===== src/design/qpu_settings.svh =====
`ifndef QPU_SETTINGS_SVH
`define QPU_SETTINGS_SVH

// datapath widths
`define QPU_XLEN         32
`define QPU_TIME_W       32
`define QPU_QUBIT_NUM    8
`define QPU_QIDX_W       3
`define QPU_RIDX_W       4
`define QPU_SIDX_W       4

// instruction buffer depth doubles as the starting credit count
`define QPU_IBUF_DEPTH   4
`define QPU_IBUF_PTR_W   2

// instruction word fields
`define QPU_OP_HI        31
`define QPU_OP_LO        28
`define QPU_RD_HI        27
`define QPU_RD_LO        24
`define QPU_RS1_HI       23
`define QPU_RS1_LO       20
`define QPU_SIDX_HI      19
`define QPU_SIDX_LO      16
`define QPU_IMM_HI       15
`define QPU_IMM_LO       0

`endif


===== src/design/qpu_pkg.sv =====
`default_nettype none

`include "qpu_settings.svh"

package qpu_pkg;

  // opcode field encoding
  typedef enum logic [`QPU_OP_HI-`QPU_OP_LO:0] {
    QOP_NOP     = 4'd0,
    QOP_SMIS    = 4'd1,
    QOP_QWAIT   = 4'd2,
    QOP_ADDI    = 4'd3,
    QOP_GATE    = 4'd4,
    QOP_MEASURE = 4'd5,
    QOP_FMR     = 4'd6
  } qop_e;

  typedef struct packed {
    qop_e                                op;
    logic [`QPU_RD_HI-`QPU_RD_LO:0]     rd;
    logic [`QPU_RS1_HI-`QPU_RS1_LO:0]   rs1;
    logic [`QPU_SIDX_HI-`QPU_SIDX_LO:0] sidx;
    logic [`QPU_IMM_HI-`QPU_IMM_LO:0]   imm;
  } instr_t;

  // timed gate or measure event towards the pulse side
  typedef struct packed {
    logic                      valid;
    qop_e                      op;
    logic [`QPU_TIME_W-1:0]    timestamp;
    logic [`QPU_QUBIT_NUM-1:0] mask;
  } event_t;

  typedef struct packed {
    logic                   valid;
    logic [`QPU_QIDX_W-1:0] qubit;
    logic                   value;
  } meas_t;

  typedef struct packed {
    logic                   valid;
    logic [`QPU_RIDX_W-1:0] rd;
    logic [`QPU_XLEN-1:0]   data;
  } wbck_t;

  typedef struct packed {
    logic                   valid;
    logic [`QPU_RIDX_W-1:0] rd;
    logic [`QPU_QIDX_W-1:0] qubit;
  } fmr_req_t;

endpackage

`default_nettype wire


===== src/design/qpu_ibuf.sv =====
`timescale 1ns/1ps
`default_nettype none

`include "qpu_settings.svh"

module qpu_ibuf (
  input  wire                 clk,
  input  wire                 i_rst_n,
  input  wire                 i_valid,
  input  qpu_pkg::instr_t     i_instr,
  input  wire                 i_pop,
  output logic                o_head_valid,
  output qpu_pkg::instr_t     o_head,
  output logic                o_credit
);

  qpu_pkg::instr_t mem [0:`QPU_IBUF_DEPTH-1];

  // extra msb tells full from empty
  logic [`QPU_IBUF_PTR_W:0] wptr;
  logic [`QPU_IBUF_PTR_W:0] rptr;

  assign o_head_valid = (wptr != rptr);
  assign o_head       = mem[rptr[`QPU_IBUF_PTR_W-1:0]];

  // writes are bounded by the credits held at the source
  always_ff @(posedge clk)
  begin
    if (i_valid)
      mem[wptr[`QPU_IBUF_PTR_W-1:0]] <= i_instr;
  end

  always_ff @(posedge clk or negedge i_rst_n)
  begin
    if (!i_rst_n)
    begin
      wptr     <= '0;
      rptr     <= '0;
      o_credit <= 1'b0;
    end
    else
    begin
      if (i_valid)
        wptr <= wptr + 1'b1;
      if (i_pop)
        rptr <= rptr + 1'b1;
      // one credit back per popped entry
      o_credit <= i_pop;
    end
  end

endmodule

`default_nettype wire


===== src/design/qpu_regfile.sv =====
`timescale 1ns/1ps
`default_nettype none

`include "qpu_settings.svh"

module qpu_regfile (
  input  wire                        clk,
  input  wire                        i_rst_n,
  input  wire  [`QPU_RIDX_W-1:0]     i_rs1,
  output logic [`QPU_XLEN-1:0]       o_rs1_data,
  input  wire  [`QPU_SIDX_W-1:0]     i_sidx,
  output logic [`QPU_QUBIT_NUM-1:0]  o_mask,
  input  qpu_pkg::wbck_t             i_cwr,
  input  wire                        i_swr_en,
  input  wire  [`QPU_SIDX_W-1:0]     i_swr_idx,
  input  wire  [`QPU_QUBIT_NUM-1:0]  i_swr_mask
);

  logic [`QPU_XLEN-1:0]      creg [0:(1<<`QPU_RIDX_W)-1];
  logic [`QPU_QUBIT_NUM-1:0] sreg [0:(1<<`QPU_SIDX_W)-1];

  // async read ports
  assign o_rs1_data = creg[i_rs1];
  assign o_mask     = sreg[i_sidx];

  always_ff @(posedge clk or negedge i_rst_n)
  begin
    if (!i_rst_n)
    begin
      for (int i = 0; i < (1<<`QPU_RIDX_W); i++)
        creg[i] <= '0;
      for (int i = 0; i < (1<<`QPU_SIDX_W); i++)
        sreg[i] <= '0;
    end
    else
    begin
      // r0 is hardwired, never written
      if (i_cwr.valid && (i_cwr.rd != '0))
        creg[i_cwr.rd] <= i_cwr.data;
      if (i_swr_en)
        sreg[i_swr_idx] <= i_swr_mask;
    end
  end

endmodule

`default_nettype wire


===== src/design/qpu_disp.sv =====
`timescale 1ns/1ps
`default_nettype none

`include "qpu_settings.svh"

module qpu_disp (
  input  wire                        clk,
  input  wire                        i_rst_n,
  input  wire                        i_head_valid,
  input  qpu_pkg::instr_t            i_head,
  output logic                       o_pop,
  output logic [`QPU_RIDX_W-1:0]     o_rs1,
  input  wire  [`QPU_XLEN-1:0]       i_rs1_data,
  output logic [`QPU_SIDX_W-1:0]     o_sidx,
  input  wire  [`QPU_QUBIT_NUM-1:0]  i_mask,
  output qpu_pkg::wbck_t             o_cwr,
  output logic                       o_swr_en,
  output logic [`QPU_SIDX_W-1:0]     o_swr_idx,
  output logic [`QPU_QUBIT_NUM-1:0]  o_swr_mask,
  output logic [`QPU_QUBIT_NUM-1:0]  o_meas_set,
  output qpu_pkg::fmr_req_t          o_fmr,
  input  wire                        i_busy,
  output qpu_pkg::event_t            o_event
);

  localparam int IMM_W = `QPU_IMM_HI - `QPU_IMM_LO + 1;

  qpu_pkg::qop_e          head_op;
  logic [`QPU_TIME_W-1:0] timeline;
  logic [`QPU_XLEN-1:0]   imm_sext;
  logic                   do_smis;
  logic                   do_qwait;
  logic                   do_addi;
  logic                   do_event;
  logic                   do_meas;
  logic                   do_fmr;

  //////////////////////////////////////////////////////////////////////
  // in-order decode held off while an FMR is open

  assign head_op = i_head.op;
  assign o_pop   = i_head_valid && !i_busy;

  always_comb
  begin
    do_smis  = 1'b0;
    do_qwait = 1'b0;
    do_addi  = 1'b0;
    do_event = 1'b0;
    do_meas  = 1'b0;
    do_fmr   = 1'b0;
    if (o_pop)
    begin
      case (head_op)
        qpu_pkg::QOP_SMIS:    do_smis  = 1'b1;
        qpu_pkg::QOP_QWAIT:   do_qwait = 1'b1;
        qpu_pkg::QOP_ADDI:    do_addi  = 1'b1;
        qpu_pkg::QOP_GATE:    do_event = 1'b1;
        qpu_pkg::QOP_MEASURE:
        begin
          do_event = 1'b1;
          do_meas  = 1'b1;
        end
        qpu_pkg::QOP_FMR:     do_fmr   = 1'b1;
        // NOP and unused codes just retire
        default:              do_smis  = 1'b0;
      endcase
    end
  end

  //////////////////////////////////////////////////////////////////////
  // register file access and requests

  assign o_rs1    = i_head.rs1;
  assign o_sidx   = i_head.sidx;
  assign imm_sext = {{(`QPU_XLEN-IMM_W){i_head.imm[IMM_W-1]}}, i_head.imm};

  always_comb
  begin
    o_cwr.valid = do_addi;
    o_cwr.rd    = i_head.rd;
    o_cwr.data  = i_rs1_data + imm_sext;
  end

  assign o_swr_en   = do_smis;
  assign o_swr_idx  = i_head.sidx;
  assign o_swr_mask = i_head.imm[`QPU_QUBIT_NUM-1:0];

  // mark measured qubits pending
  assign o_meas_set = do_meas ? i_mask : '0;

  always_comb
  begin
    o_fmr.valid = do_fmr;
    o_fmr.rd    = i_head.rd;
    o_fmr.qubit = i_head.imm[`QPU_QIDX_W-1:0];
  end

  //////////////////////////////////////////////////////////////////////
  // timeline and event output

  always_ff @(posedge clk or negedge i_rst_n)
  begin
    if (!i_rst_n)
    begin
      timeline <= '0;
      o_event  <= '0;
    end
    else
    begin
      if (do_qwait)
        timeline <= timeline + {{(`QPU_TIME_W-IMM_W){1'b0}}, i_head.imm};
      // event is stamped with the time before any later qwait
      o_event.valid     <= do_event;
      o_event.op        <= head_op;
      o_event.timestamp <= timeline;
      o_event.mask      <= i_mask;
    end
  end

endmodule

`default_nettype wire


===== src/design/qpu_qubit_slot.sv =====
`timescale 1ns/1ps
`default_nettype none

`include "qpu_settings.svh"

module qpu_qubit_slot #(
  parameter logic [`QPU_QIDX_W-1:0] QUBIT_IDX = '0
) (
  input  wire           clk,
  input  wire           i_rst_n,
  input  wire           i_set,
  input  qpu_pkg::meas_t i_meas,
  output logic          o_pending,
  output logic          o_result
);

  logic hit;

  assign hit = i_meas.valid && (i_meas.qubit == QUBIT_IDX);

  always_ff @(posedge clk or negedge i_rst_n)
  begin
    if (!i_rst_n)
    begin
      o_pending <= 1'b0;
      o_result  <= 1'b0;
    end
    else
    begin
      if (hit)
        o_result <= i_meas.value;
      // a new measure wins over a result landing in the same cycle
      if (i_set)
        o_pending <= 1'b1;
      else if (hit)
        o_pending <= 1'b0;
    end
  end

endmodule

`default_nettype wire


===== src/design/qpu_wbck.sv =====
`timescale 1ns/1ps
`default_nettype none

`include "qpu_settings.svh"

module qpu_wbck (
  input  wire                        clk,
  input  wire                        i_rst_n,
  input  qpu_pkg::wbck_t             i_cwr,
  input  qpu_pkg::fmr_req_t          i_fmr,
  input  wire  [`QPU_QUBIT_NUM-1:0]  i_pending,
  input  wire  [`QPU_QUBIT_NUM-1:0]  i_result,
  output logic                       o_busy,
  output qpu_pkg::wbck_t             o_fmr_wr,
  output qpu_pkg::wbck_t             o_wbck
);

  logic                   fmr_wait;
  logic [`QPU_RIDX_W-1:0] fmr_rd;
  logic [`QPU_QIDX_W-1:0] fmr_qubit;
  logic                   fmr_done;
  qpu_pkg::wbck_t         fmr_res;
  qpu_pkg::wbck_t         cwr_q;

  // done as soon as the tracked qubit has no result outstanding
  assign fmr_done = fmr_wait && !i_pending[fmr_qubit];
  assign o_busy   = fmr_wait;

  always_comb
  begin
    fmr_res.valid = fmr_done;
    fmr_res.rd    = fmr_rd;
    fmr_res.data  = {{(`QPU_XLEN-1){1'b0}}, i_result[fmr_qubit]};
  end

  // the FMR result borrows the regfile write port while dispatch is stalled
  assign o_fmr_wr = fmr_done ? fmr_res : i_cwr;
  assign o_wbck   = fmr_done ? fmr_res : cwr_q;

  always_ff @(posedge clk)
  begin
    if (i_fmr.valid)
    begin
      fmr_rd    <= i_fmr.rd;
      fmr_qubit <= i_fmr.qubit;
    end
  end

  always_ff @(posedge clk or negedge i_rst_n)
  begin
    if (!i_rst_n)
    begin
      fmr_wait <= 1'b0;
      cwr_q    <= '0;
    end
    else
    begin
      if (i_fmr.valid)
        fmr_wait <= 1'b1;
      else if (fmr_done)
        fmr_wait <= 1'b0;
      // addi result shows up one cycle after its pop
      cwr_q <= i_cwr;
    end
  end

endmodule

`default_nettype wire


===== src/design/qpu_exu.sv =====
`timescale 1ns/1ps
`default_nettype none

`include "qpu_settings.svh"

module qpu_exu (
  input  wire                clk,
  input  wire                i_rst_n,
  input  wire                i_instr_valid,
  input  qpu_pkg::instr_t    i_instr,
  output logic               o_credit,
  input  qpu_pkg::meas_t     i_meas,
  output qpu_pkg::event_t    o_event,
  output qpu_pkg::wbck_t     o_wbck
);

  logic                      head_valid;
  qpu_pkg::instr_t           head;
  logic                      pop;
  logic [`QPU_RIDX_W-1:0]    rs1;
  logic [`QPU_XLEN-1:0]      rs1_data;
  logic [`QPU_SIDX_W-1:0]    sidx;
  logic [`QPU_QUBIT_NUM-1:0] mask;
  qpu_pkg::wbck_t            cwr;
  logic                      swr_en;
  logic [`QPU_SIDX_W-1:0]    swr_idx;
  logic [`QPU_QUBIT_NUM-1:0] swr_mask;
  logic [`QPU_QUBIT_NUM-1:0] meas_set;
  qpu_pkg::fmr_req_t         fmr;
  logic                      busy;
  logic [`QPU_QUBIT_NUM-1:0] pending;
  logic [`QPU_QUBIT_NUM-1:0] result;
  qpu_pkg::wbck_t            fmr_wr;

  //////////////////////////////////////////////////////////////////////
  // buffer, register file and dispatch

  qpu_ibuf u_ibuf (
    .clk          (clk          ),
    .i_rst_n      (i_rst_n      ),
    .i_valid      (i_instr_valid),
    .i_instr      (i_instr      ),
    .i_pop        (pop          ),
    .o_head_valid (head_valid   ),
    .o_head       (head         ),
    .o_credit     (o_credit     )
  );

  qpu_regfile u_regfile (
    .clk        (clk     ),
    .i_rst_n    (i_rst_n ),
    .i_rs1      (rs1     ),
    .o_rs1_data (rs1_data),
    .i_sidx     (sidx    ),
    .o_mask     (mask    ),
    .i_cwr      (fmr_wr  ),
    .i_swr_en   (swr_en  ),
    .i_swr_idx  (swr_idx ),
    .i_swr_mask (swr_mask)
  );

  qpu_disp u_disp (
    .clk          (clk       ),
    .i_rst_n      (i_rst_n   ),
    .i_head_valid (head_valid),
    .i_head       (head      ),
    .o_pop        (pop       ),
    .o_rs1        (rs1       ),
    .i_rs1_data   (rs1_data  ),
    .o_sidx       (sidx      ),
    .i_mask       (mask      ),
    .o_cwr        (cwr       ),
    .o_swr_en     (swr_en    ),
    .o_swr_idx    (swr_idx   ),
    .o_swr_mask   (swr_mask  ),
    .o_meas_set   (meas_set  ),
    .o_fmr        (fmr       ),
    .i_busy       (busy      ),
    .o_event      (o_event   )
  );

  //////////////////////////////////////////////////////////////////////
  // per-qubit trackers and writeback

  genvar g_q;
  generate
    for (g_q = 0; g_q < `QPU_QUBIT_NUM; g_q++)
    begin : g_slot
      qpu_qubit_slot #(
        .QUBIT_IDX (`QPU_QIDX_W'(g_q))
      ) u_slot (
        .clk       (clk          ),
        .i_rst_n   (i_rst_n      ),
        .i_set     (meas_set[g_q]),
        .i_meas    (i_meas       ),
        .o_pending (pending[g_q] ),
        .o_result  (result[g_q]  )
      );
    end
  endgenerate

  qpu_wbck u_wbck (
    .clk       (clk    ),
    .i_rst_n   (i_rst_n),
    .i_cwr     (cwr    ),
    .i_fmr     (fmr    ),
    .i_pending (pending),
    .i_result  (result ),
    .o_busy    (busy   ),
    .o_fmr_wr  (fmr_wr ),
    .o_wbck    (o_wbck )
  );

endmodule

`default_nettype wire


===== config.mk =====
export PLATFORM = sky130hd
export DESIGN_NAME = qpu_exu
export DESIGN_NICKNAME = d
export VERILOG_FILES = /design/src/design/qpu_pkg.sv /design/src/design/qpu_ibuf.sv /design/src/design/qpu_regfile.sv /design/src/design/qpu_disp.sv /design/src/design/qpu_qubit_slot.sv /design/src/design/qpu_wbck.sv /design/src/design/qpu_exu.sv
export VERILOG_INCLUDE_DIRS = /design/src /design/src/design
export SDC_FILE = /design/constraint.sdc
export NUM_CORES = 2
export LEC_CHECK = 0
export BUFFER_PORTS_ARGS = -buffer_cell sky130_fd_sc_hd__buf_2
export CAP_MARGIN = 20
export CORE_AREA = 4 4 333 253
export CTS_CLUSTER_SIZE = 14
export DETAILED_ROUTE_END_ITERATION = 7
export DIE_AREA = 0 0 337 257
export PLACE_DENSITY = 0.69
export SETUP_SLACK_MARGIN = 0.2
export SLEW_MARGIN = 20
export SYNTH_ARGS = -nofsm -noshare
export SYNTH_HDL_FRONTEND = slang
export SYNTH_SLANG_ARGS = --single-unit
export TNS_END_PERCENT = 30

===== constraint.sdc =====
create_clock -name clk -period 5.4 [get_ports clk]
set_input_delay 0.27 -clock clk [delete_from_list [all_inputs] [get_ports clk]]
set_output_delay 0.27 -clock clk [all_outputs]
set_load 0.05 [all_outputs]

## Word-level counts from Yosys, hierarchy flattened

Memory sizes are Yosys's and may differ from the RTL's.
Index checks and enable logic that the tools add are counted.

- Logic and storage cells: 168
- Register bits after elaboration: 785
- Memories: 1
- Bits in writable memories: 128

- Order comparisons: 6
- Bitwise gates (word level): 3
- Reductions and logical operators: 27
- Muxes and demuxes: 51
- $add $sub $neg: 4
- Equality and inequality tests: 14

Memory list:

| memory | words | width | rd ports | clocked after memory_dff | write ports | RTL line | text |
|---|---|---|---|---|---|---|---|
| u_ibuf.mem | 4 | 32 | 1 | 0 | 1 | qpu_ibuf.sv:17 | `` qpu_pkg::instr_t mem [0:`QPU_IBUF_DEPTH-1]; `` |

Operators with widths:

| operator | number |
|---|---|
| $bwmux 512 | 1 |
| $bmux 32 s4 | 1 |
| $bwmux 128 | 1 |
| $demux 32 s4 | 1 |
| $mux 32 | 3 |
| $mux 37 | 2 |
| $mux 1 | 34 |
| $add 32x16->32 | 1 |
| $add 32x32->32 | 1 |
| $bmux 8 s4 | 1 |
| $demux 8 s4 | 1 |
| $mux 8 | 4 |
| $reduce_bool 2->1 | 9 |
| $ge 5x5->1 const B | 3 |
| $not 4->5 | 3 |
| $logic_and 1x1->1 | 13 |
| $eq 3x3->1 const B | 4 |
| $eq 4x3->1 const B | 3 |
| $lt 5x1->1 const B | 2 |
| $eq 4x2->1 const B | 2 |
| $add 3x1->3 const B | 2 |
| $bmux 1 s3 | 2 |
| $eq 3x2->1 const B | 2 |
| $eq 4x1->1 const B | 1 |
| 7 further kinds | 8 |

## Depth between registers and ports, before layout

An unclocked memory read counts as a cell.

- Depth after elaboration: 13
- Gate-level depth with buffers: 21
- Gate-level depth less buffers: 15

## Cells and area by module

From an unflattened synthesis, not the netlist that was laid out.

- Cell total of the unflattened synthesis: 2,719
- Area, all modules: 41,245.8 µm²

By module, submodules not included:

| module | instances | sequential area each (µm²) | area an instance (µm²) | cells an instance |
|---|---|---|---|---|
| qpu_regfile | 1 | 16,015.4 | 28,354.7 | 1,763 |
| qpu_disp | 1 | 1,926.8 | 5,227.5 | 572 |
| qpu_ibuf | 1 | 4,018.9 | 5,031.1 | 198 |
| qpu_wbck | 1 | 1,161.1 | 1,911.8 | 142 |
| qpu_qubit_slot at g_slot[3].u_slot ... | 3 | 50.0 | 93.8 | 5 |
| qpu_qubit_slot at g_slot[1].u_slot ... | 3 | 50.0 | 88.8 | 6 |
| qpu_qubit_slot at g_slot[0].u_slot | 1 | 50.0 | 96.3 | 6 |
| qpu_qubit_slot at g_slot[7].u_slot | 1 | 50.0 | 76.3 | 5 |

## Worst setup path before layout

No wires, ideal clock.

- Path kind: flip-flop to flip-flop
- Start point: register u_ibuf.rptr[0]
- End point: register u_regfile.creg[126] in the netlist's numbering
- Clock period less this slack: 5.052 ns
- Slack: 0.348 ns
- Setup time: 0.139 ns
- Stages on the path, launching flop included: 20
- Data required time: 5.261 ns
- Data arrival time: 4.914 ns
- Cells stage by stage: dfrtp_1 > buf_6 > buf_12 > mux4_2 > buf_2 > buf_2 > buf_2 > mux4_2 > mux2i_1 > a21oi_1 > ha_1 > and3_1 > a221oi_2 > or4_1 > a311o_1 > and2_4 > nor3_4 > mux2i_1 > buf_6 > a31oi_1

- Cells in the longest elaborated chain, start to end: 8

RTL lines:

| item | RTL line | text |
|---|---|---|
| start, declared | qpu_ibuf.sv:21 | `` logic [`QPU_IBUF_PTR_W:0] rptr; `` |
| start signal, assigned | qpu_ibuf.sv:46 | `rptr <= rptr + 1'b1;` |
| $mem_v2 4x32 | n/a |  |
| $not 4->5 (implied by the code) / $mux 37 (equally long branches) | qpu_regfile.sv:23, qpu_wbck.sv:37 |  |
| $bmux 32 s4 / $not 4->5 (equally long branches) | qpu_regfile.sv:23, qpu_regfile.sv:39 |  |
| $mux 32 (implied by the code) (tied with other cells) | qpu_regfile.sv:23 | `assign o_rs1_data = creg[i_rs1];` |
| $mux 32 (implied by the code) / $logic_and 1x1->1 (equally long branches) | qpu_regfile.sv:23, qpu_regfile.sv:39 |  |
| $add 32x32->32 / $mux 32 (equally long branches) | qpu_disp.sv:82, qpu_regfile.sv:39 |  |
| $mux 37 (*) | qpu_wbck.sv:37 | `assign o_fmr_wr = fmr_done ? fmr_res : i_cwr;` |
| $bwmux 512 | qpu_regfile.sv:39 | `creg[i_cwr.rd] <= i_cwr.data;` |
| end signal, assigned by index | qpu_regfile.sv:39 |  |
| end, declared | qpu_regfile.sv:19 | `` logic [`QPU_XLEN-1:0] creg [0:(1<<`QPU_RIDX_W)-1]; `` |

Every way passes the cells marked *; elsewhere a longest branch is shown, timed or not. The select of a mux whose other input is x is not followed.
A chain may end at the register's enable or synchronous reset.

## Worst setup path after layout

- Start point: register u_ibuf.rptr[0]
- End point: register u_regfile.creg[158] in the netlist's numbering

Same word-level chain as after synthesis.

==> key figures <==
Outcome
  – Status: finished, final reports clean

Worst setup path
  – Max stage delay on crit path: 710 ps
  – Setup crit start kind: flop
  – Critical setup path kind: flop to flop
  – Reg2reg start: u_ibuf.rptr[0]
  – Crit path top cell by count: buf_4
  – CP Data Arrival Time: 5600 ps
  – CP max FO: 20
  – CP Capture Type: flop
  – Crit. Startpoint: u_ibuf.rptr[0]
  – CP max stage cell: mux4_4
  – Ordered list of cells on the worst path: mux4_4, buf_4, clkbuf_16, mux4_2, nor2b_1, a211oi_1, a21oi_1, ha_2, buf_4, o21ai_0, nand2b_1, nand4_1, a311o_1, and2_4, nor3_4, mux2i_2, buf_4, a31oi_1
  – Worst Path Required: roughly 5900 ps

Floorplanning
  – Die W: 337 µm
  – Initial Util: 49.5%
  – I/O pin count: ~120
  – Chip Height: 257 µm
  – Core area: 81,300 µm²
  – Row count: between 90 and 100
  – Die area: between 80,000 and 90,000 µm²

Clocking
  – Root Driver: clkbuf_16
  – CTS sink cnt: 913
  – CTS max path bufs: 3
  – H-tree depth: 3
  – CTS tree: yes
  – Clock slew at reported path FFs: 60 ps
  – CTS buffer count: 85
  – Worst-Skew Late Latency: 640 ps

Detailed routing
  – Wire length per cell: 23.0 µm
  – Total routed wirelength: about 100,000 µm
  – Vias: 26,100
  – Post-DRT Antenna Nets: 0
  – Drt pass-1 iters: 5
  – Post-DR vias/cell: 5.83
  – Iter 0 DRT Violations: 2,501
  – DR DRC count: 0

Timing
  – Clk_skew: 23.7 ps
  – Slew HR: 31.6%
  – Fmax: 196 MHz
  – Hold violation count in the final report: 0
  – Pins over their slew limit: 0
  – Final min period: 5110 ps
  – Slew @ Worst Pin: just over 1000 ps
  – Number of setup violations in the final report: 0
  – Fin worst setup slack: roughly 290 ps
  – TNS Setup: 0 ps
  – RSZ-0062 raised after global routing: yes
  – Part of the cycle the worst path needs: between 90% and 100%

Yosys
  – Synth Flop Type: dfrtp_1
  – Sequential cell area fraction in the yosys report: approximately three fifths
  – Mapped Area: 40,300 µm²
  – Synth Net Count: 3,338
  – Synth Instances: 3,242
  – Avg Cell Area, Syn: around 12 µm²
  – Yosys top cell by area: dfrtp_1
  – Synth top area share: 48.3%
  – Cell variety after synth: a little over 80
  – Flops & latches, synth: between 900 and 1,000
  – Number of synthesized flops with an enable pin: 135
  – Top post-synthesis cells by area: dfrtp_1, edfxtp_1, mux4_2
  – Yosys warns: 0
  – Async SR Flop Fraction: 85.2%

Finish
  – Multi-input logic area: around 16,000 µm²
  – FF+latch area: between 20,000 and 25,000 µm²
  – Final-layout fill cell count: between 6,000 and 7,000
  – Finished Cell Area: 45,400 µm²
  – P&R area growth vs syn: 12.8%
  – Post-layout util: 55.9%
  – Layout cells sized above 1: between 20% and 30%
  – Nets: 3,430

Placed design
  – Pre-CTS setup slack: 39.9 ps
  – Detailed Place HPWL: ~64,000 µm
  – Routability Congestion: 0.914
  – Port Buf Inserts: between 100 and 150
  – Area after DPL: 42,000 µm²

Worst hold path
  – Min-Delay Startpoint: i_meas[1]
  – Worst hold path class: input port to flop

Global routing
  – Vias in the first global route: between 20,000 and 30,000
  – Global-route met2 utilization: 33.4%
  – Global-route wire length before repair: 159,000 µm
  – Grt met1 use: between 30% and 40%
  – Largest net degree at the start of global routing: 175
  – GR Util met3: 8.83%
  – GRT overflow: 0
  – Antenna violations before repair: 4
  – GRT Total Usage: 24.0%
  – Gr busiest metal: met1

Run
  – Total of max-cap violations: 0
==> layout by cell type (no fill, tap or decap), types with 18 or more instances in the layout <==
cell	synthesis	routed
clkbuf_1	206	26
and2_1	47	43
dfrtp_1	778	776
mux2_2	156	156
a21oi_1	66	66
nand2_1	593	571
nor2b_1	39	39
mux2i_1	58	57
a21o_1	19	19
o21ai_1	42	49
inv_1	27	27
a31oi_1	23	23
o21ai_0	456	447
a211oi_1	33	33
nand3_1	18	18
xor2_1	27	27
ha_1	54	48
buf_2	26	121
xnor2_1	35	33
dlygate4sd3_1	0	36
edfxtp_1	135	135
nor2_1	43	43
nand2_2	0	19
buf_4	5	80
clkbuf_16	0	89
mux4_2	176	175
==> registers in the layout (all words and copies together), names as in the netlist <==
| signal | cells |
|---|---|
| g_slot.u_slot.o_result | 8 |
| u_wbck.fmr_rd | 4 |
| u_ibuf.o_credit | 1 |
| u_disp.o_event | 45 |
| u_regfile.sreg | 128 |
| u_wbck.cwr_q | 37 |
| u_disp.timeline | 32 |
| u_wbck.fmr_qubit | 3 |
| u_ibuf.mem | 128 |
| u_wbck.o_busy | 1 |
| g_slot.u_slot.o_pending | 8 |
| u_ibuf.rptr | 3 |
| u_ibuf.wptr | 3 |
| u_regfile.creg | 512 |
==> worst paths after layout <==
check	end	slack, ps	cells past startpoint
worst min-delay path	g_slot[3].u_slot.o_pending	40	3
worst max-delay path	u_regfile.creg[158]	290	18
max in group asynchronous	u_regfile.creg[237]	3830	3
worst max register to register	u_regfile.creg[158]	290	18
worst min register to register	u_regfile.creg[506]	380	0
min in group asynchronous	u_ibuf.wptr[1]	170	2
==> through the flow <==
stage,hold slack [ps],std cells
2_1_floorplan,-25.6,3242
3_5_place_dp,258,4266
3_3_place_gp,264,4266
4_1_cts,4.50,4458
6_report,44.1,4472
5_1_grt,34.6,4469
==> area by class of cell <==
| type | instances | share of cell area (%) |
|---|---|---|
| clock buffer | 131 | 5.56 |
| antenna | 3 | 0.0165 |
| tap | 1069 | 2.94 |
| clock inverter | 22 | 0.410 |
| timing repair buffer | 258 | 4.30 |
| sequential | 913 | 51.8 |
| multi-input combinational | 2049 | 34.8 |
| inverter | 27 | 0.223 |
==> kinds of logic (layout without fill, tap and decap cells) <==
family | after synthesis | after routing | share of synthesized area, %
compound gates | 705 | 705 | 9.72
xor+xnor | 64 | 64 | 1.43
buf+inv | 282 | 438 | 3.02
simple gates | 812 | 813 | 8.86
flops | 913 | 913 | 58.4
mux | 410 | 411 | 16.8
other cells | 0 | 3 | 0
fa+ha+maj | 56 | 56 | 1.78
==> synthesized netlist by cell type (all sizes together) (4+ instances only) <==
master	count
inv	27
xor2	27
nand4	10
nor3	13
xnor2	37
buf	46
nor2b	40
mux2i	58
a31oi	24
nor2	43
mux2	160
nor3b	4
nand2	597
dfrtp	778
ha	54
o21a	9
and2	55
and3	6
a21o	19
edfxtp	135
mux4	192
a21oi	67
a22o	10
nand2b	4
o21ai	501
nand3	19
nand3b	7
clkbuf	209
o21bai	8
o31ai	6
a211oi	33
==> critical path: cells and delay by family, from the launching register on <==
kind	cells	cell delay, ps
AO/OA/AOI/OAI	5	950
adder cells (fa/ha/maj)	1	410
buffers and inverters	4	780
flip-flops	1	390
multiplexers	3	1490
AND/OR/NAND/NOR	5	910
==> routing by layer <==
metal	vias up	part of all wire, %
met3	136	10
met5	-	0
li1	11800	-
met2	868	42
met1	13300	46
met4	0	1.6
==> repair_timing <==
item / in CTS / in global routing
gates cloned: 1 / 3
pin swaps: 0 / 7
hold endpoints to repair: 193 / 0
gates resized for setup: 6 / 45
hold buffers: 36 / 0
setup endpoints to repair: 55 / 301
buffers inserted: 2 / 8
Power is not shown: default switching activity piles up to over one toggle a cycle in this logic, so the estimate is an artifact.
